--- src/design/soc_io_pkg.sv ---
package soc_io_pkg;

   // ************************************************
   // Bus geometry and address map
   // ************************************************
   localparam int ADDR_W = 16;
   localparam int DATA_W = 32;
   localparam int SEL_W  = 4;

   localparam int BOOT_MEM_WORDS = 1024;
   localparam int BOOT_IDX_W     = $clog2(BOOT_MEM_WORDS);

   // Each region covers 4 KiB
   localparam logic [ADDR_W-1:0] BOOT_BASE   = 16'h0000;
   localparam logic [ADDR_W-1:0] SYS_BASE    = 16'h1000;
   localparam logic [ADDR_W-1:0] SPI_BASE    = 16'h2000;
   localparam logic [ADDR_W-1:0] REGION_MASK = 16'hF000;

   // clk cycles per SCLK phase
   localparam int SPI_HALF_PERIOD = 2;
   localparam int SPI_DIV_W = (SPI_HALF_PERIOD > 1) ? $clog2(SPI_HALF_PERIOD) : 1;

   // ************************************************
   // Bus and interrupt types
   // ************************************************
   typedef struct packed {
      logic [ADDR_W-1:0] adr;
      logic [DATA_W-1:0] dat;
      logic [SEL_W-1:0]  sel;
      logic              we;
      logic              cyc;
      logic              stb;
   } wb_req_t;

   typedef struct packed {
      logic [DATA_W-1:0] rdt;
      logic              ack;
   } wb_rsp_t;

   typedef struct packed {
      logic spi;
      logic sw3;
      logic sw4;
   } ext_irq_t;

   // System controller word offsets
   typedef enum logic [4:0] {
      SYS_STATUS   = 5'h00,
      SYS_SWIRQ    = 5'h04,
      SYS_GPIO_OUT = 5'h08,
      SYS_GPIO_IN  = 5'h0C,
      SYS_MTIME    = 5'h10,
      SYS_MTIMECMP = 5'h18
   } sys_reg_e;

   // SPI registers sit 8 bytes apart
   typedef enum logic [4:0] {
      SPI_CTRL = 5'h00,
      SPI_STAT = 5'h08,
      SPI_DATA = 5'h10,
      SPI_SEL  = 5'h18
   } spi_reg_e;

   typedef enum logic [1:0] {
      SPI_IDLE,
      SPI_SHIFT,
      SPI_FINISH
   } spi_state_e;

endpackage

--- src/design/bus_decoder.sv ---
`timescale 1ns/100ps

module bus_decoder (
   input  logic                clk,
   input  logic                i_rst_n,
   input  soc_io_pkg::wb_req_t i_host,
   output soc_io_pkg::wb_rsp_t o_host,
   output soc_io_pkg::wb_req_t o_boot_req,
   output soc_io_pkg::wb_req_t o_sys_req,
   output soc_io_pkg::wb_req_t o_spi_req,
   input  soc_io_pkg::wb_rsp_t i_boot_rsp,
   input  soc_io_pkg::wb_rsp_t i_sys_rsp,
   input  soc_io_pkg::wb_rsp_t i_spi_rsp
);
   import soc_io_pkg::*;

   logic [ADDR_W-1:0] region;
   logic              hit_boot;
   logic              hit_sys;
   logic              hit_spi;
   logic              hit_none;
   logic              none_ack_q;

   assign region   = i_host.adr & REGION_MASK;
   assign hit_boot = (region == BOOT_BASE);
   assign hit_sys  = (region == SYS_BASE);
   assign hit_spi  = (region == SPI_BASE);
   assign hit_none = !(hit_boot || hit_sys || hit_spi);

   // Only the selected device sees stb
   always_comb begin
      o_boot_req     = i_host;
      o_sys_req      = i_host;
      o_spi_req      = i_host;
      o_boot_req.stb = i_host.stb & hit_boot;
      o_sys_req.stb  = i_host.stb & hit_sys;
      o_spi_req.stb  = i_host.stb & hit_spi;
   end

   // Unmapped hole answers by itself, data zero
   always_ff @(posedge clk) begin
      if (!i_rst_n) begin
         none_ack_q <= 1'b0;
      end else begin
         none_ack_q <= i_host.cyc & i_host.stb & hit_none & ~none_ack_q;
      end
   end

   // Address is held until ack, so it still picks the right responder
   always_comb begin
      if (hit_boot) begin
         o_host = i_boot_rsp;
      end else if (hit_sys) begin
         o_host = i_sys_rsp;
      end else if (hit_spi) begin
         o_host = i_spi_rsp;
      end else begin
         o_host = '{rdt: '0, ack: none_ack_q};
      end
   end

endmodule

--- config.mk ---
export PLATFORM = sky130hd
export DESIGN_NAME = bus_decoder
export DESIGN_NICKNAME = d
export VERILOG_FILES = /design/src/design/soc_io_pkg.sv /design/src/design/bus_decoder.sv
export SDC_FILE = /design/constraint.sdc
export NUM_CORES = 1
export LEC_CHECK = 0
export BUFFER_PORTS_ARGS = -buffer_cell sky130_fd_sc_hd__buf_4
export CAP_MARGIN = 10
export CORE_AREA = 5 5 133 135
export DETAILED_ROUTE_END_ITERATION = 10
export DIE_AREA = 0 0 138 140
export SETUP_SLACK_MARGIN = 0.15
export SYNTH_ARGS = -nofsm -noshare
export SYNTH_HDL_FRONTEND = slang
export SYNTH_SLANG_ARGS = --single-unit
export TNS_END_PERCENT = 10
--- constraint.sdc ---
create_clock -name clk -period 2.5 [get_ports clk]
set_input_delay 0.125 -clock clk [delete_from_list [all_inputs] [get_ports clk]]
set_output_delay 0.125 -clock clk [all_outputs]
set_load 0.03 [all_outputs]
# Yosys cells after proc, flatten, opt, wreduce, memory -nomap -nowiden
# Index checks and enable logic that the tools add are counted.
# op_classes
addsub	0
n_mul	0
div_mod_pow	0
magnitude_cmp	0
eq_ne	2
shifts	0
n_mux	3
n_bitwise	7
reduce_logical	4
# ops
operator	count
33-bit 2-to-1 mux	3
16-bit logical NOT	1
1-bit bitwise AND	6
4-bit by 1-bit equality test with 1-bit output (second input constant)	1
4-bit by 2-bit equality test with 1-bit output (second input constant)	1
1-bit logical OR	2
1-bit logical NOT	1
1-bit inverter	1
# totals
reg_bits	1
latchBits	0
ramBits	0
rom_bits	0
input_bits	156
output_inout_bits	198
elab_cells	17
memories	0

# Logic depth before layout (Yosys ltp)
# depth
ltp_word	6
depth_mapped	5
ltp_nobuf	3

# Least setup slack after synthesis
# OpenSTA, ideal clock, no wires.
# synth_path
path_type	input port to output port
startpoint	input i_host[54] in the netlist's numbering
endpoint	output o_boot_req[0] in the netlist's numbering
arrival_time_ns	1.328
t_required_ns	2.375
slack_ns	1.047
stages	4
path_buffers	2
cell_sequence	or4_1 > buf_2 > buf_6 > nor2_1
# synth_rtl
item	line	rtl
from (decl)	bus_decoder.sv:6	input soc_io_pkg::wb_req_t i_host,
to (decl)	bus_decoder.sv:8	output soc_io_pkg::wb_req_t o_boot_req,

==> impl_metrics.py <==
metrics = {
    "setup_path": {
        "required_ps": 2380,
        "startpoint_type": "input port",
        "cp_max_fo": 18,
        "worst-path-buf-inv": 3,
        "cp_slowest_cell": "or4_1",
        "crit_top_cell": "buf_4",
        "crit_family": "simple AND/OR/NAND/NOR gates",
        "cp_slowest_stage_delay_ps": 550,
        "cp.arrival_ps": 1440,
        "critPathKind": "input port to primary output",
        "r2r_setup_slack_ps": 1850,
        "critPathCaptureType": "primary output",
        "crit_path_cell_trace": "buf_4 > or4_1 > buf_4 > nor2_1 > a21oi_1 > buf_4",
    },
    "synthesis": {
        "yosysUniqueCellTypes": 21,
        "synth_nets": 475,
        "synth-seq-area-share_pct": 1.01,
        "yosysWarnings": 0,
        "synth_seq_cells": 1,
        "syn-instance-count": 319,
        "synth_area_um2": 1990,
        "syn_area_per_cell_um2": 6.22,
    },
    "sta": {
        "tightest_slew_ps": 246,
        "finClkSkew_ps": 0,
        "hold_viol_final": 0,
        "setup_ws_ps": 934,
        "rsz0062_at_grt": "false",
        "setup_viol": 0,
        "period_minus_slack_ps": 1570,
        "fin_tns_setup_ps": 0,
        "max_freq_mhz": 638,
        "maxSlewHeadroom_pct": 83.6,
        "period_share_pct": 62.6,
        "slew_violations": 0,
    },
    "grt": {
        "grt_overflow": 0,
        "grt_usage_pct": 7.06,
        "grt_start_max_net_pins": 19,
        "antenna_found_initial": 0,
        "grt_pass1_wl_um": 10900,
        "grt_pass1_vias": 1850,
    },
    "cts": {
        "ctsResizeCount": 0,
        "clk_latency_ps": 0,
        "cts_setup_buffers": 0,
        "holdBufCountCts": 0,
    },
    "power_and_ir_drop": {
        "total_leakage_power_nw": 1.05,
        "ir_drop_mv": 0.0816,
        "power_density_nw_per_um2": 170,
    },
    "floorplanning": {
        "ios": 354,
        "die_area_um2": 19300,
        "die_y_um": 140,
        "core_area_um2": 16300,
        "initial_core_util_pct": 12.1,
        "die_w_um": 138,
        "rows": 47,
    },
    "cells_and_area": {
        "diodes": 0,
        "largestRegisters": "none_ack_q: 1 flops",
        "largest_register_ffs": 1,
        "area_growth_pct": 11.5,
        "drive_above_1_share_pct": 54.4,
        "finalNetCount": 467,
        "fin_util_pct": 13.5,
        "top_register": "none_ack_q",
    },
    "routing": {
        "routedWlPerCell_um": 14.9,
        "vias": 1813,
        "drt_wl_total_um": 7890,
        "drt_iter0_drc": 60,
        "antenna_left": 0,
        "drc": 0,
        "vias_per_cell": 3.43,
        "dr.pass1.iters": 4,
    },
    "place": {
        "numPortBuffers": 157,
        "dp_slack_ps": 915,
        "dp_hpwl_um": 6650,
        "place_congestion": 0.778,
    },
    "worst_hold_path": {
        "hold_path_class": "input port to primary output",
    },
    "run": {
        "cap_viol_max_count": 0,
    },
    "status": {
        "status": "complete, no violations",
    },
}
[layout by cell type, fill, tap and decap left out]
cell type  count
a211o_1        1
a21oi_1       32
a22oi_1        1
and2_1         1
and3_1         1
buf_4        165
dfxtp_1        1
inv_1          2
mux2_2         1
nand2_1       35
nor2_1        33
nor3_4         1
nor4b_1        1
nor4b_4        1
o21ai_0       27
o21ai_1        5
or4_1          1
[through the flow]
| stage | area, um2 | power (mW) | hold slack [ps] | instances |
|---|---|---|---|---|
| 6_report | 2210 | 0.376 | 250 | 529 |
| 3_3_place_gp | 2210 | 0.379 | 250 | 529 |
| 4_1_cts | 2210 | 0.381 | 250 | 529 |
| 3_5_place_dp | 2210 | 0.380 | 250 | 529 |
| 5_1_grt | 2210 | 0.400 | 250 | 529 |
| 2_1_floorplan | 1990 | 0.615 | 250 | 319 |
[area by class of cell]
type / instances / area, um2
fill: 1942 / 14100
inverter: 2 / 7.51
multi-input combinational: 141 / 672
sequential: 1 / 20.0
tap: 220 / 275
timing repair buffer: 165 / 1240
[kinds of logic (layout without fill, tap and decap cells)]
kind of cell	Yosys count	count (layout)	synth area share [%]
muxes	1	1	0.567
buffers and inverters	177	167	65.5
and+or+nand+nor	74	74	16.0
AOI/OAI and AO/OA	66	66	17.0
DFF	1	1	1.01
[synthesized netlist by cell type]
cell type / number / area [um2]
dfxtp_1: 1 / 20.0
o21ai_0: 27 / 135
and2_1: 1 / 6.26
o21ai_1: 5 / 25.0
a211o_1: 1 / 8.76
nor4b_1: 1 / 8.76
mux2_2: 1 / 11.3
buf_4: 162 / 1220
nand2_1: 35 / 131
nor3_2: 1 / 10.0
buf_2: 4 / 20.0
a22oi_1: 1 / 7.51
buf_6: 3 / 33.8
or4_1: 1 / 7.51
nor2_1: 33 / 124
a21oi_1: 32 / 160
nor4b_4: 1 / 23.8
inv_1: 2 / 7.51
and3_1: 1 / 6.26
clkbuf_1: 5 / 18.8
buf_1: 1 / 3.75
[routing by layer]
layer	track usage [%]	vias up	share of wire [%]
met5	0	-	0
met4	5.15	0	8.2
met3	3.31	75	13
met2	12.7	145	49
met1	6.13	754	29
li1	-	839	-
[final timing paths]
check / startpoint / cells past startpoint / endpoint
worst min-delay path: i_host[42] / 0 / o_boot_req[42]
worst max-delay path: i_host[54] / 6 / o_host[21]
worst min register to register: none_ack_q / 1 / none_ack_q
worst max register to register: none_ack_q / 1 / none_ack_q
[power by group]
part           switching (mW)  leakage, nW  internal, mW
Combinational           0.179         1.04         0.180
Sequential           0.000315      0.00818        0.0169
Clock                       0            0             0
Note: power is estimated with default switching activity, not from simulation.
