[src/design/soc_io_pkg.sv]
package soc_io_pkg;

   // ************************************************
   // Bus geometry and address map
   // ************************************************
   localparam int ADDR_W = 16;
   localparam int DATA_W = 32;
   localparam int SEL_W  = 4;

   localparam int BOOT_MEM_WORDS = 1024;
   localparam int BOOT_IDX_W     = $clog2(BOOT_MEM_WORDS);

   // Each region covers 4 KiB
   localparam logic [ADDR_W-1:0] BOOT_BASE   = 16'h0000;
   localparam logic [ADDR_W-1:0] SYS_BASE    = 16'h1000;
   localparam logic [ADDR_W-1:0] SPI_BASE    = 16'h2000;
   localparam logic [ADDR_W-1:0] REGION_MASK = 16'hF000;

   // clk cycles per SCLK phase
   localparam int SPI_HALF_PERIOD = 2;
   localparam int SPI_DIV_W = (SPI_HALF_PERIOD > 1) ? $clog2(SPI_HALF_PERIOD) : 1;

   // ************************************************
   // Bus and interrupt types
   // ************************************************
   typedef struct packed {
      logic [ADDR_W-1:0] adr;
      logic [DATA_W-1:0] dat;
      logic [SEL_W-1:0]  sel;
      logic              we;
      logic              cyc;
      logic              stb;
   } wb_req_t;

   typedef struct packed {
      logic [DATA_W-1:0] rdt;
      logic              ack;
   } wb_rsp_t;

   typedef struct packed {
      logic spi;
      logic sw3;
      logic sw4;
   } ext_irq_t;

   // System controller word offsets
   typedef enum logic [4:0] {
      SYS_STATUS   = 5'h00,
      SYS_SWIRQ    = 5'h04,
      SYS_GPIO_OUT = 5'h08,
      SYS_GPIO_IN  = 5'h0C,
      SYS_MTIME    = 5'h10,
      SYS_MTIMECMP = 5'h18
   } sys_reg_e;

   // SPI registers sit 8 bytes apart
   typedef enum logic [4:0] {
      SPI_CTRL = 5'h00,
      SPI_STAT = 5'h08,
      SPI_DATA = 5'h10,
      SPI_SEL  = 5'h18
   } spi_reg_e;

   typedef enum logic [1:0] {
      SPI_IDLE,
      SPI_SHIFT,
      SPI_FINISH
   } spi_state_e;

endpackage

[src/design/sys_ctrl.sv]
`timescale 1ns/100ps

module sys_ctrl (
   input  logic                clk,
   input  logic                i_rst_n,
   input  soc_io_pkg::wb_req_t i_req,
   output soc_io_pkg::wb_rsp_t o_rsp,
   input  logic [31:0]         i_gpio,
   output logic [31:0]         o_gpio,
   input  logic                i_ram_init_done,
   input  logic                i_ram_init_error,
   output logic                o_timer_irq,
   output logic                o_sw_irq3,
   output logic                o_sw_irq4
);
   import soc_io_pkg::*;

   sys_reg_e          reg_sel;
   logic              wr_en;
   logic              ack_q;
   logic [DATA_W-1:0] rd_mux;
   logic [DATA_W-1:0] rdt_q;
   logic [31:0]       gpio_out_q;
   logic [1:0]        swirq_q;
   logic [31:0]       mtime_q;
   logic [31:0]       mtimecmp_q;
   logic              timer_irq_q;

   assign reg_sel = sys_reg_e'(i_req.adr[$bits(sys_reg_e)-1:0]);
   assign wr_en   = i_req.cyc & i_req.stb & i_req.we & ~ack_q;

   // ************************************************
   // Register file and timer
   // ************************************************
   always_ff @(posedge clk) begin
      if (!i_rst_n) begin
         ack_q       <= 1'b0;
         gpio_out_q  <= '0;
         swirq_q     <= '0;
         mtime_q     <= '0;
         mtimecmp_q  <= '1;
         timer_irq_q <= 1'b0;
      end else begin
         ack_q       <= i_req.cyc & i_req.stb & ~ack_q;
         mtime_q     <= mtime_q + 32'd1;
         timer_irq_q <= (mtime_q >= mtimecmp_q);
         if (wr_en) begin
            case (reg_sel)
               SYS_SWIRQ:    swirq_q    <= i_req.dat[1:0];
               SYS_GPIO_OUT: gpio_out_q <= i_req.dat;
               SYS_MTIMECMP: mtimecmp_q <= i_req.dat;
               default:      ;
            endcase
         end
      end
   end

   // mtime and gpio_in are read only
   always_comb begin
      case (reg_sel)
         SYS_STATUS:   rd_mux = {30'd0, i_ram_init_error, i_ram_init_done};
         SYS_SWIRQ:    rd_mux = {30'd0, swirq_q};
         SYS_GPIO_OUT: rd_mux = gpio_out_q;
         SYS_GPIO_IN:  rd_mux = i_gpio;
         SYS_MTIME:    rd_mux = mtime_q;
         SYS_MTIMECMP: rd_mux = mtimecmp_q;
         default:      rd_mux = '0;
      endcase
   end

   always_ff @(posedge clk) begin
      rdt_q <= rd_mux;
   end

   assign o_rsp.ack   = ack_q;
   assign o_rsp.rdt   = ack_q ? rdt_q : '0;
   assign o_gpio      = gpio_out_q;
   assign o_sw_irq3   = swirq_q[0];
   assign o_sw_irq4   = swirq_q[1];
   assign o_timer_irq = timer_irq_q;

endmodule
[config.mk]
export PLATFORM = sky130hd
export DESIGN_NAME = sys_ctrl
export DESIGN_NICKNAME = d
export VERILOG_FILES = /design/src/design/soc_io_pkg.sv /design/src/design/sys_ctrl.sv
export SDC_FILE = /design/constraint.sdc
export NUM_CORES = 1
export LEC_CHECK = 0
export BUFFER_PORTS_ARGS = -buffer_cell sky130_fd_sc_hd__buf_2
export CAP_MARGIN = 15
export CORE_UTILIZATION = 54
export CTS_CLUSTER_SIZE = 24
export DETAILED_ROUTE_END_ITERATION = 7
export PLACE_DENSITY = 0.81
export SETUP_SLACK_MARGIN = 0.5
export SLEW_MARGIN = 30
export SYNTH_ARGS = -nofsm -noshare
export SYNTH_HDL_FRONTEND = slang
export SYNTH_SLANG_ARGS = --single-unit
[constraint.sdc]
create_clock -name clk -period 2.35 [get_ports clk]
set_clock_uncertainty 0.2 [all_clocks]
set_input_delay 0 -clock clk [delete_from_list [all_inputs] [get_ports clk]]
set_output_delay 0 -clock clk [all_outputs]
set_load 0.02 [all_outputs]
# == Word level (Yosys, flattened, before mapping) ==
# Index checks and enable logic that the tools add are counted.
# W data, S select, Z words.
# word_totals
reg_bits,132
in_bits,91
word_cells,25
# op_classes
addsub,1
magnitude_cmp,1
n_eq_ne,5
muxes,2
bitwise,5
reduce_logical,4
# op_table
op,n
$pmux W32 S6,1
$add A32 B1 Y32 const B,1
$ge A32 B32 Y1,1
$mux W32,1
$eq A5 B4 Y1 const B,2
$eq A5 B5 Y1 const B,2
$reduce_and A2 Y1,3
$eq A5 B3 Y1 const B,1
$logic_not A5 Y1,1
$and A1 B1 Y1,4
$not A1 Y1,1

# == Depth between registers and ports, before layout ==
# depth
ltp_word,4
mapped_depth,7

# == Worst setup path before layout ==
# Ideal clock, no wire load.
# synth_path
path_type,register to register
from,register mtime_q[5]
to,"register timer_irq_q, in the netlist o_timer_irq"
setup_ns,0.126
t_arrival_ns,1.524
required_ns,2.024
slack_ns,0.500
path_stages_with_launch,7
n_path_buf,0
period_less_slack_ns,1.850
path_cell_list,dfxtp_1 -> ha_1 -> a21o_1 -> a221oi_1 -> o21ai_0 -> a311oi_1 -> o21ai_0
# synth_between
elab_chain_cells,1
# synth_lines
element,line_no,text
"start, declared",sys_ctrl.sv:25,logic [31:0] mtime_q;
"start signal, assigned",sys_ctrl.sv:45,mtime_q <= mtime_q + 32'd1;
$ge A32 B32 Y1,sys_ctrl.sv:46,timer_irq_q <= (mtime_q >= mtimecmp_q);
"end signal, assigned",sys_ctrl.sv:46,
"end, declared",sys_ctrl.sv:27,logic timer_irq_q;
# No other way between the ends.
# A chain may end at the register's enable or synchronous reset.

# == Final worst setup path ==
# layout_path
from,register mtimecmp_q[5]
to,"register timer_irq_q, in the netlist o_timer_irq"
# layout_between
elab_chain_cells,1
# layout_lines
element,line_no,text
"start, declared",sys_ctrl.sv:26,logic [31:0] mtimecmp_q;
"start signal, assigned",sys_ctrl.sv:51,SYS_MTIMECMP: mtimecmp_q <= i_req.dat;
$ge A32 B32 Y1,sys_ctrl.sv:46,
# No other way between the ends.

==> summary.txt <==
Status
  – Status: finished, violations left
  – Violated checks: DRC

Die
  – Initial core utilization: 56.3%
  – Die height: 112 um
  – CORE AREA: 11600 um2
  – Width of the chip: 112 um
  – Die area: 12500 um2
  – Io pins: 159
  – # rows: 39

Place
  – Post-DP HPWL: 12.9 mm
  – Gpl congestion: 0.925
  – PortBufs: 143
  – Pre-CTS setup slack: 0.280 ns
  – Placed insts: 970

Pwr
  – Pleak: 4.20 nW
  – Combinational Power Share: 7.2%
  – Clock power frac: 51.7%
  – Tot Pwr: 5.52 mW
  – Switching part of the total: 22.2%
  – Max rail drop VDD: 464 uV
  – PwrDens: 613 nW/um2
  – Cell internal pwr: 4.29 mW
  – Switching Power: 1.23 mW
  – Sequential share of power: 41.2%

Global routing
  – Routing usage on met1: 41.4%
  – GRT busiest layer: met2
  – GR met2 Demand/Resource: 53.5%
  – Vias in the first global route: 6363
  – All-layer global routing usage: 33.0%
  – First-pass GRT wire length: 32.2 mm
  – Initial antenna violation count: 1
  – Largest net degree at the start of global routing: 65
  – Gr ovfl total: 0
  – Met3 GRT Util: 7.89%

Worst setup path
  – Setup crit end: o_timer_irq
  – R2R Setup Slk: 0.36 ns
  – Maximum fanout count along the critical path: 2
  – FF-to-FF End: o_timer_irq
  – Crit path launch type: flop
  – Crit path arrival time: 2.09 ns
  – Crit. Startpoint: mtimecmp_q[5]
  – FF-to-FF Start: mtimecmp_q[5]
  – Critical Path End Type: flop
  – Crit path required time: 2.45 ns
  – Setup CP Type: reg2reg
  – Worst R2R Path Depth: 7

Logic synthesis
  – Asr flop ratio synth: 0%
  – Flops & latches, synth: 132
  – Area contributors post-synth: dfxtp_1, nand2_1, ha_1, mux2i_1, and2_1
  – Post-synth cell types: 42
  – Synthesized cell area: 6510 um2
  – Primary FF master, synth: dfxtp_1
  – Area leader, netlist: dfxtp_1
  – Synth top area share: 40.6%
  – Sequential area share after synthesis: 40.6%
  – Syn avg cell area: 9.11 um2
  – Post-synth EDFFs: 0
  – Mapped Cells: 714
  – Post-Syn Nets: 838
  – YS warnings: 0

Detailed routing
  – Initial DRC Count: 795
  – Residual DRC: 18
  – Vias/cell: 6.09
  – Final WL: 21.9 mm
  – Antenna-violating nets left: 0
  – DR vias: 6575
  – DRT Pass-1 Iters: 8
  – Avg WL per Cell: 20.3 um

STA
  – Worst-margin pin slew: 0.622 ns
  – Fin crit share: 84.5%
  – Final setup vio count: 0
  – Final worst slack: 0.364 ns
  – Period minus WS final: 1.99 ns
  – Final hold vios: 0
  – Setup TNS: 0 ns
  – Hold_ws: 0.104 ns
  – Rel. slew slack: 58.6%
  – Max Clock Freq: 504 MHz
  – Max-slew violations: 0
  – RSZ-0062 raised after global routing: yes

Finish
  – Share of cells above drive strength 1: 29.8%
  – # diodes: 0
  – Fin nets: 1047
  – Most frequent cells in the layout: buf_2, nand2_1, dfxtp_1, dlygate4sd3_1, and2_1
  – Commonest non-fill, non-tap cell in the layout: buf_2
  – Layout area overhead: 38.5%
  – Non-filler cells, final: 1079

Run
  – Max Cap Viol: 0

CTS
  – Deepest clock path buffer count: 2
  – H-tree lvl count: 4
  – Number of clock sinks: 132
  – CTS clk-pin slew, worst paths: 0.06 ns
  – Num CTS Buffers: 17
  – TritonCTS clock tree: yes
  – CTS root buffer: clkbuf_16
  – Clk_lat worst skew: 0.42 ns

Worst hold path
  – Worst hold start: i_req[40]
  – Min-delay worst type: in2reg
-- synth_stat cells, drive strengths merged (2+ instances only) --
cell and instances:
dfxtp 132, xor2 5, nand3 17, a21boi 34
o211ai 41, xnor2 13, and2 53, and4 5
nor3 4, nand4 6, o31ai 8, a21oi 8
nand2b 12, ha 33, a211oi 2, o21ai 9
a21o 2, mux4 2, inv 39, and4b 2
nand2 121, nor3b 2, nor2 36, mux2i 36
buf 17, and3 9, clkbuf 27, a221o 32
-- timing repair --
action | CTS | global route
setup endpoints to repair | 16 | 48
pin swaps | 2 | 13
setup buffers | 0 | 3
endpoints found under the hold margin | 122 | 0
gates resized for setup | 11 | 62
cloned | 0 | 0
hold buffers | 74 | 0
-- layout make-up --
class | instances | area (um2)
Multi-Input combinational cell | 499 | 3750
Sequential cell | 132 | 2680
Fill cell | 647 | 2550
Timing Repair Buffer | 234 | 1620
Clock buffer | 19 | 453
Clock inverter | 13 | 181
Tap cell | 143 | 179
Inverter | 39 | 146
-- sequential cells by signal (all words and copies together) (netlist names) --
signal       flops
mtimecmp_q      32
rdt_q           32
o_gpio          32
ack_q            1
o_timer_irq      1
swirq_q          2
mtime_q         32
-- through the flow --
stage / cell area [um2] / utilization (%)
floorplan: 6510 / -
global placement: 7320 / 63.3
detailed placement: 7320 / 63.3
CTS: 8720 / 75.4
global route: 9010 / 77.9
finish: 9010 / 77.9
-- how the worst min path moves through the flow --
stage,depth (start not counted),to
after CTS,3,rdt_q[9]
after floorplan,2,mtimecmp_q[10]
final,5,rdt_q[1]
after global placement,2,rdt_q[7]
after detailed placement,2,rdt_q[21]
after global routing,5,rdt_q[1]
-- kinds of logic after synthesis --
| kind of cell | share of synthesized area (%) |
|---|---|
| and+or+nand+nor | 20.3 |
| AOI/OAI and AO/OA | 18.3 |
| DFF | 40.6 |
| buffers and inverters | 5.75 |
| muxes | 6.23 |
| adders and majority gates | 6.34 |
| xor gates and xnor gates | 2.42 |
-- critical path, stage by stage (launching register included) --
cell and delay (ns):
dfxtp_2 0.34, inv_2 0.06, ha_4 0.24, a21o_1 0.19
a221oi_4 0.31, o21ai_2 0.11, a311oi_2 0.32, o21ai_1 0.10
-- per-layer routing --
layer / vias to the layer above / wire length [um]
met3: 81 / 1930
met5: - / 13
li1: 2914 / -
met2: 427 / 10700
met4: 2 / 791
met1: 3151 / 8490
-- power by group through the flow --
stage / sequential (mW) / clock, mW / combinational [mW]
global route: 2.27 / 2.97 / 0.417
finish: 2.27 / 2.85 / 0.397
detailed placement: 2.32 / 0 / 0.265
global placement: 2.32 / 0 / 0.262
floorplan: 2.32 / 0 / 0.142
CTS: 2.27 / 2.83 / 0.368
No activity file was read; power rests on OpenSTA's default activity.
