**src/design/soc_io_pkg.sv**
```systemverilog
package soc_io_pkg;

   // ************************************************
   // Bus geometry and address map
   // ************************************************
   localparam int ADDR_W = 16;
   localparam int DATA_W = 32;
   localparam int SEL_W  = 4;

   localparam int BOOT_MEM_WORDS = 1024;
   localparam int BOOT_IDX_W     = $clog2(BOOT_MEM_WORDS);

   // Each region covers 4 KiB
   localparam logic [ADDR_W-1:0] BOOT_BASE   = 16'h0000;
   localparam logic [ADDR_W-1:0] SYS_BASE    = 16'h1000;
   localparam logic [ADDR_W-1:0] SPI_BASE    = 16'h2000;
   localparam logic [ADDR_W-1:0] REGION_MASK = 16'hF000;

   // clk cycles per SCLK phase
   localparam int SPI_HALF_PERIOD = 2;
   localparam int SPI_DIV_W = (SPI_HALF_PERIOD > 1) ? $clog2(SPI_HALF_PERIOD) : 1;

   // ************************************************
   // Bus and interrupt types
   // ************************************************
   typedef struct packed {
      logic [ADDR_W-1:0] adr;
      logic [DATA_W-1:0] dat;
      logic [SEL_W-1:0]  sel;
      logic              we;
      logic              cyc;
      logic              stb;
   } wb_req_t;

   typedef struct packed {
      logic [DATA_W-1:0] rdt;
      logic              ack;
   } wb_rsp_t;

   typedef struct packed {
      logic spi;
      logic sw3;
      logic sw4;
   } ext_irq_t;

   // System controller word offsets
   typedef enum logic [4:0] {
      SYS_STATUS   = 5'h00,
      SYS_SWIRQ    = 5'h04,
      SYS_GPIO_OUT = 5'h08,
      SYS_GPIO_IN  = 5'h0C,
      SYS_MTIME    = 5'h10,
      SYS_MTIMECMP = 5'h18
   } sys_reg_e;

   // SPI registers sit 8 bytes apart
   typedef enum logic [4:0] {
      SPI_CTRL = 5'h00,
      SPI_STAT = 5'h08,
      SPI_DATA = 5'h10,
      SPI_SEL  = 5'h18
   } spi_reg_e;

   typedef enum logic [1:0] {
      SPI_IDLE,
      SPI_SHIFT,
      SPI_FINISH
   } spi_state_e;

endpackage

```
**src/design/spi_flash_ctrl.sv**
```systemverilog
`timescale 1ns/100ps

module spi_flash_ctrl (
   input  logic                clk,
   input  logic                i_rst_n,
   input  soc_io_pkg::wb_req_t i_req,
   output soc_io_pkg::wb_rsp_t o_rsp,
   output logic                o_sclk,
   output logic                o_cs_n,
   output logic                o_mosi,
   input  logic                i_miso,
   output logic                o_irq
);
   import soc_io_pkg::*;

   spi_state_e           state_q;
   spi_reg_e             slot;
   logic                 wr_en;
   logic                 start;
   logic                 phase_end;
   logic                 ack_q;
   logic                 sclk_q;
   logic [SPI_DIV_W-1:0] div_cnt_q;
   logic [2:0]           bit_cnt_q;
   logic                 done_q;
   logic                 ie_q;
   logic                 sel_q;
   logic [7:0]           shift_q;
   logic [7:0]           rx_q;
   logic                 miso_q;
   logic [DATA_W-1:0]    rd_mux;
   logic [DATA_W-1:0]    rdt_q;

   // Bit 2 set lands on SPI_CTRL, so the upper half of a split 64-bit read
   // cannot touch the data register
   assign slot      = i_req.adr[2] ? SPI_CTRL : spi_reg_e'({i_req.adr[4:3], 3'b000});
   assign wr_en     = i_req.cyc & i_req.stb & i_req.we & i_req.sel[0] & ~ack_q;
   assign start     = wr_en && (slot == SPI_DATA) && (state_q == SPI_IDLE);
   assign phase_end = (div_cnt_q == SPI_DIV_W'(SPI_HALF_PERIOD - 1));

   // ************************************************
   // Control registers and shifter FSM
   // ************************************************
   always_ff @(posedge clk) begin
      if (!i_rst_n) begin
         state_q   <= SPI_IDLE;
         ack_q     <= 1'b0;
         sclk_q    <= 1'b0;
         div_cnt_q <= '0;
         bit_cnt_q <= '0;
         done_q    <= 1'b0;
         ie_q      <= 1'b0;
         sel_q     <= 1'b0;
      end else begin
         ack_q <= i_req.cyc & i_req.stb & ~ack_q;
         if (wr_en && slot == SPI_CTRL) ie_q <= i_req.dat[0];
         if (wr_en && slot == SPI_SEL) sel_q <= i_req.dat[0];
         if (wr_en && slot == SPI_STAT && i_req.dat[0]) done_q <= 1'b0;
         case (state_q)
            SPI_IDLE: begin
               if (start) begin
                  state_q   <= SPI_SHIFT;
                  div_cnt_q <= '0;
                  bit_cnt_q <= '0;
               end
            end
            SPI_SHIFT: begin
               if (phase_end) begin
                  div_cnt_q <= '0;
                  sclk_q    <= ~sclk_q;
                  // Falling edge closes a bit
                  if (sclk_q) begin
                     bit_cnt_q <= bit_cnt_q + 3'd1;
                     if (bit_cnt_q == 3'd7) state_q <= SPI_FINISH;
                  end
               end else begin
                  div_cnt_q <= div_cnt_q + 1'b1;
               end
            end
            SPI_FINISH: begin
               done_q  <= 1'b1;
               state_q <= SPI_IDLE;
            end
            default: state_q <= SPI_IDLE;
         endcase
      end
   end

   // Sample on rising SCLK, shift on falling, MSB first
   always_ff @(posedge clk) begin
      if (start) begin
         shift_q <= i_req.dat[7:0];
      end else if (state_q == SPI_SHIFT && phase_end && sclk_q) begin
         shift_q <= {shift_q[6:0], miso_q};
      end
      if (state_q == SPI_SHIFT && phase_end && !sclk_q) miso_q <= i_miso;
      if (state_q == SPI_FINISH) rx_q <= shift_q;
      rdt_q <= rd_mux;
   end

   always_comb begin
      case (slot)
         SPI_CTRL: rd_mux = {31'd0, ie_q};
         SPI_STAT: rd_mux = {31'd0, done_q};
         SPI_DATA: rd_mux = {24'd0, rx_q};
         SPI_SEL:  rd_mux = {31'd0, sel_q};
         default:  rd_mux = '0;
      endcase
   end

   assign o_rsp.ack = ack_q;
   assign o_rsp.rdt = ack_q ? rdt_q : '0;
   assign o_sclk    = sclk_q;
   assign o_cs_n    = ~sel_q;
   assign o_mosi    = (state_q == SPI_SHIFT) & shift_q[7];
   assign o_irq     = done_q & ie_q;

endmodule

```
**config.mk**
```make
export PLATFORM = sky130hd
export DESIGN_NAME = spi_flash_ctrl
export DESIGN_NICKNAME = d
export VERILOG_FILES = /design/src/design/soc_io_pkg.sv /design/src/design/spi_flash_ctrl.sv
export SDC_FILE = /design/constraint.sdc
export NUM_CORES = 1
export LEC_CHECK = 0
export BUFFER_PORTS_ARGS = -buffer_cell sky130_fd_sc_hd__buf_4
export CAP_MARGIN = 20
export CORE_MARGIN = 3
export CORE_UTILIZATION = 35
export DETAILED_ROUTE_END_ITERATION = 8
export HOLD_SLACK_MARGIN = 0.05
export PLACE_DENSITY_LB_ADDON = 0.15
export RECOVER_POWER = 25
export SETUP_SLACK_MARGIN = 0.05
export SYNTH_ARGS = -nofsm -noshare
export SYNTH_HDL_FRONTEND = slang
export SYNTH_SLANG_ARGS = --single-unit
```
**constraint.sdc**
```tcl
create_clock -name clk -period 2.81 [get_ports clk]
set_clock_uncertainty 0.05 [all_clocks]
set_input_delay 0.281 -clock clk [delete_from_list [all_inputs] [get_ports clk]]
set_output_delay 0.281 -clock clk [all_outputs]
set_load 0.05 [all_outputs]
```
### Word-level counts from Yosys, hierarchy flattened

Cells that the tools add are included.

| storage, ports and cells | value |
|---|---|
| memory bits (read-only) | 0 |
| bits in writable memories | 0 |
| register bits | 60 |
| logic and storage cells | 72 |
| memories | 0 |
| output and inout bits | 37 |
| bits of input ports | 58 |
| bits in latches | 0 |

| operators by class | value |
|---|---|
| reduce and logical (&&, ||, !) cells | 19 |
| multiplexer cells | 19 |
| eq/ne operators | 10 |
| divide/modulo/power cells | 0 |
| bitwise gates (word level) | 10 |
| shift operators | 0 |
| multipliers | 0 |
| order comparisons | 0 |
| $add $sub $neg | 2 |

Operator list:

| kind | number |
|---|---|
| $mux W32 | 1 |
| $pmux W8 S4 | 1 |
| $mux W8 | 2 |
| $eq A5 B5 Y1 const B | 2 |
| $logic_and A1 B1 Y1 | 9 |
| $mux W3 | 3 |
| $mux W2 | 4 |
| $ne A2 B2 Y1 const B | 4 |
| $reduce_and A4 Y1 | 2 |
| $and A1 B1 Y1 | 7 |
| $pmux W3 S2 | 1 |
| $reduce_bool A2 Y1 | 3 |
| $eq A5 B4 Y1 const B | 1 |
| $logic_not A5 Y1 | 1 |
| $mux W5 | 1 |
| $mux W1 | 4 |
| $pmux W2 S2 | 1 |
| $reduce_and A2 Y1 | 2 |
| $add A3 B1 Y3 const B | 1 |
| $eq A3 B3 Y1 const B | 1 |
| $not A1 Y1 | 3 |
| $eq A2 B1 Y1 const B | 1 |
| $eq A2 B2 Y1 const B | 1 |
| $logic_not A2 Y1 | 1 |
| 3 further kinds | 3 |

### Depth between registers and ports, before layout

| logic depth | value |
|---|---|
| depth after elaboration | 8 |
| gate-level depth with buffers | 5 |
| depth with buffers taken out | 5 |

### Least setup slack after synthesis

OpenSTA, ideal clock, no wires.

| path | value |
|---|---|
| kind | reg-to-output |
| from | register state_q[0] |
| to | output port o_mosi |
| path buffers | 0 |
| arrival time | 1649 ps |
| required time | 2479 ps |
| setup slack | 830 ps |
| cell stages (with the launch flop) | 3 |
| cell sequence | dfxtp_1 > inv_1 > nor3b_1 |

| between the ends | value |
|---|---|
| longest elaborated chain between the ends | 2 |

Ends and longest elaborated chain:

| element | line | text |
|---|---|---|
| start, declared | spi_flash_ctrl.sv:16 | `spi_state_e state_q;` |
| start signal, assigned | spi_flash_ctrl.sv:46 | `state_q <= SPI_IDLE;` |
| start signal, assigned | spi_flash_ctrl.sv:62 | `state_q <= SPI_SHIFT;` |
| start signal, assigned | spi_flash_ctrl.sv:74 | `if (bit_cnt_q == 3'd7) state_q <= SPI_FINISH;` |
| $eq A2 B1 Y1 | spi_flash_ctrl.sv:115 | `assign o_mosi = (state_q == SPI_SHIFT) & shift_q[7];` |
| $and A1 B1 Y1 | spi_flash_ctrl.sv:115 |  |
| end, declared | spi_flash_ctrl.sv:10 | `output logic o_mosi,` |

Every way passes these cells.

### Worst setup path in the final report

| path | value |
|---|---|
| from | input port i_req[41] (netlist bit) |
| to | register shift_q[6] (data pin) |

| between the ends | value |
|---|---|
| longest elaborated chain between the ends | 5 |

Ends and longest elaborated chain:

| element | line | text |
|---|---|---|
| start, declared | spi_flash_ctrl.sv:6 | `input soc_io_pkg::wb_req_t i_req,` |
| $mux W5 | spi_flash_ctrl.sv:36 | `assign slot = i_req.adr[2] ? SPI_CTRL : spi_reg_e'({i_req.adr[4:3], 3'b000});` |
| $eq A5 B5 Y1 | spi_flash_ctrl.sv:38 | `assign start = wr_en && (slot == SPI_DATA) && (state_q == SPI_IDLE);` |
| $logic_and A1 B1 Y1 (2 in series) | spi_flash_ctrl.sv:38 |  |
| $mux W8 | spi_flash_ctrl.sv:91 | `if (start) begin` |
| end signal, assigned | spi_flash_ctrl.sv:92 | `shift_q <= i_req.dat[7:0];` |
| end signal, assigned | spi_flash_ctrl.sv:94 | `shift_q <= {shift_q[6:0], miso_q};` |
| end, declared | spi_flash_ctrl.sv:28 | `logic [7:0] shift_q;` |

Every way passes these cells.
A chain may end at the register's enable or synchronous reset.

==> reports/qor.yml <==
run_status: "finished, final reports clean"
numPortBuffers: 30
finalCritPeriodShare_pct: 71.74
tightest_slew_ps: 1107
cts_resized: 0
yosys_warnings: 0
cp.arrival_ps: 1990
nNetsFinal: 243
diodes: 0
path_clk_slew_ps: 70
synth-edff-count: 17
drc: 0
timing.rr.start: "ack_q"
synth_common_cells: "25 x buf_4, 19 x dfxtp_1, 18 x and2_1"
ff2ff_path_depth: 3
synth-seq-area-share_pct: 52.28
setup_viol: 0
cts_setup_buffers: 0
drt-total-wl_mm: 2.851
num_rows: 24
hold_path.class: "in -> reg"
gp_congestion: 0.8254
top_layer_used: "met4"
p_per_area_nw_per_um2: 556.4
netlist-cell-type-count: 37
cts_root_buffer: "clkbuf_8"
grt_first_pass_wirelength_mm: 4.664
synth_seq_cells: 36
grt_max_degree: 17
overflow: 0
coreArea_sq_um: 4534
crit_type: "in -> reg"
tns_ps: 0
r2r-end: "shift_q[6]"
slowest_stage: "nor3b_1"
async_reset_ff_share_pct: 0
drtIter0Drc: 64
final_core_util_pct: 44.15
antenna_found_initial: 0
syn_area_per_cell_sq_um: 11.29
wl_met1_mm: 1.180
dieArea_sq_um: 5742
synthCells: 151
start_util_pct: 37.58
period_needed_ps: 2016
maxCapViolCount: 0
dpl.hpwl_mm: 2.205
grt_pass1_vias: 1035
cp_cell_sequence: "buf_4, nor3b_1, nand4_4, mux2_2"
ioPinCount: 95
via_per_inst: 4.534
yosysTopAreaCell: "edfxtp_1"
start_kind: "input pin"
peakVddDrop_mv: 0.3790
vias: 1129
hold_viol_final: 0
synth-main-ff-cell: "dfxtp_1"
drt_pass1_iterations: 5
wl_met3_um: 259
final_max_slew_viol_count: 0
synthTopCellsByArea: "edfxtp_1 30%, dfxtp_1 22%, buf_4 11%, and2_1 6.6%, mux2_2 5.9%"
area_growth_pct: 17.47
hold_slack_ps: 150.6
cts_tree: "built"
layout-drive-gt1-share_pct: 26.63
grt_usage_pct: 10.96
max_slew_margin_pct: 26.02
clock-sinks: 36
endpoint: "shift_q[6]"
path_max_fanout: 10
cts_hold_buf: 0
fin_ws_ps: 794.1
synth.top_cell.area_share_pct: 29.96
synthesis.area_sq_um: 1704
die_w_um: 75.78
wl_per_cell_um: 11.45
p_leak_nw: 0.8369
dieHeight_um: 75.78
cts_buffer_depth: 2
place_ws_ps: 1046
rsz0062_at_grt: "no"
yosysMostFrequentCell: "buf_4"
wl_met2_mm: 1.393
numCtsBuffers: 5
ant_nets: 0
cts_htree_levels: 2
rrSetupSlack_ps: 1150
crit_path_max_incr_delay_ps: 900
p_total_mw: 1.114
insertion_delay_ps: 270
startpoint: "i_req[41]"
crit_path_end_kind: "flop"
clock.fmax_ghz: 0.4961
cp_data_required_time_ps: 2790
[state kept, by name, indices dropped and copies added (netlist names)]
register	cells
o_sclk	1
div_cnt_q	1
rx_q	8
rdt_q	8
ack_q	1
ie_q	1
state_q	2
sel_q	1
shift_q	8
miso_q	1
done_q	1
bit_cnt_q	3
[report_power, final]
part           internal, mW  switching (mW)
clock network         0.262           0.182
logic                0.0243          0.0952
registers             0.548         0.00241
total                 0.835           0.279
[cell usage in the layout, fill, tap and decap left out, types with 4 or more instances in the layout]
cell,Yosys,routed
buf_4,25,30
conb_1,1,24
dfxtp_1,19,19
edfxtp_1,17,17
and2_1,18,12
mux2_2,9,9
and2_0,1,7
o21ai_0,6,6
inv_1,5,5
clkbuf_8,0,5
nor2_1,4,4
and3_1,4,4
[cells by family (layout without fill, tap and decap cells)]
logic type,Yosys count,in the layout,share of synthesized area [%]
AND/OR/NAND/NOR,50,50,19.68
AO/OA/AOI/OAI,17,17,6.315
XOR/XNOR,1,1,0.5140
adder cells (fa/ha/maj),2,2,1.468
other,1,24,0.2201
flip-flops,36,36,52.28
buffers and inverters,34,44,13.00
multiplexers,10,10,6.535
[cell type report]
type,count,area (sq um)
Fill cell,419,2532
Multi-Input combinational cell,104,666.9
Sequential cell,36,890.9
Clock buffer,5,68.82
Inverter,5,18.77
Timing Repair Buffer,31,232.7
Clock inverter,3,42.54
Tap cell,65,81.33
[worst max-delay path: cells and delay by family]
kind	cells	cell delay, ps
AND/OR/NAND/NOR	2	1220
buffers and inverters	1	130
multiplexers	1	360
[stage by stage]
step / area, sq um / std cells
after floorplan: 1790 / 174
after global placement: 1902 / 241
after detailed placement: 1902 / 241
after CTS: 2013 / 249
after global routing: 2002 / 249
final: 2002 / 249
[metal layers]
layer / up-vias / GRT usage, %
li1: 545 / -
met1: 527 / 13.08
met2: 55 / 18.06
met3: 2 / 4.749
met4: 0 / 2.913
met5: - / 0
[how the worst min path moves through the flow]
stage,start,to,slack [ps],cells after the start
floorplan,i_miso,miso_q,330,0
global placement,rx_q[1],rdt_q[1],380,1
detailed placement,rx_q[4],rdt_q[4],380,1
CTS,i_miso,miso_q,120,1
global route,i_miso,miso_q,130,1
finish,i_miso,miso_q,150,1
Power figures use the tool's default switching activity.
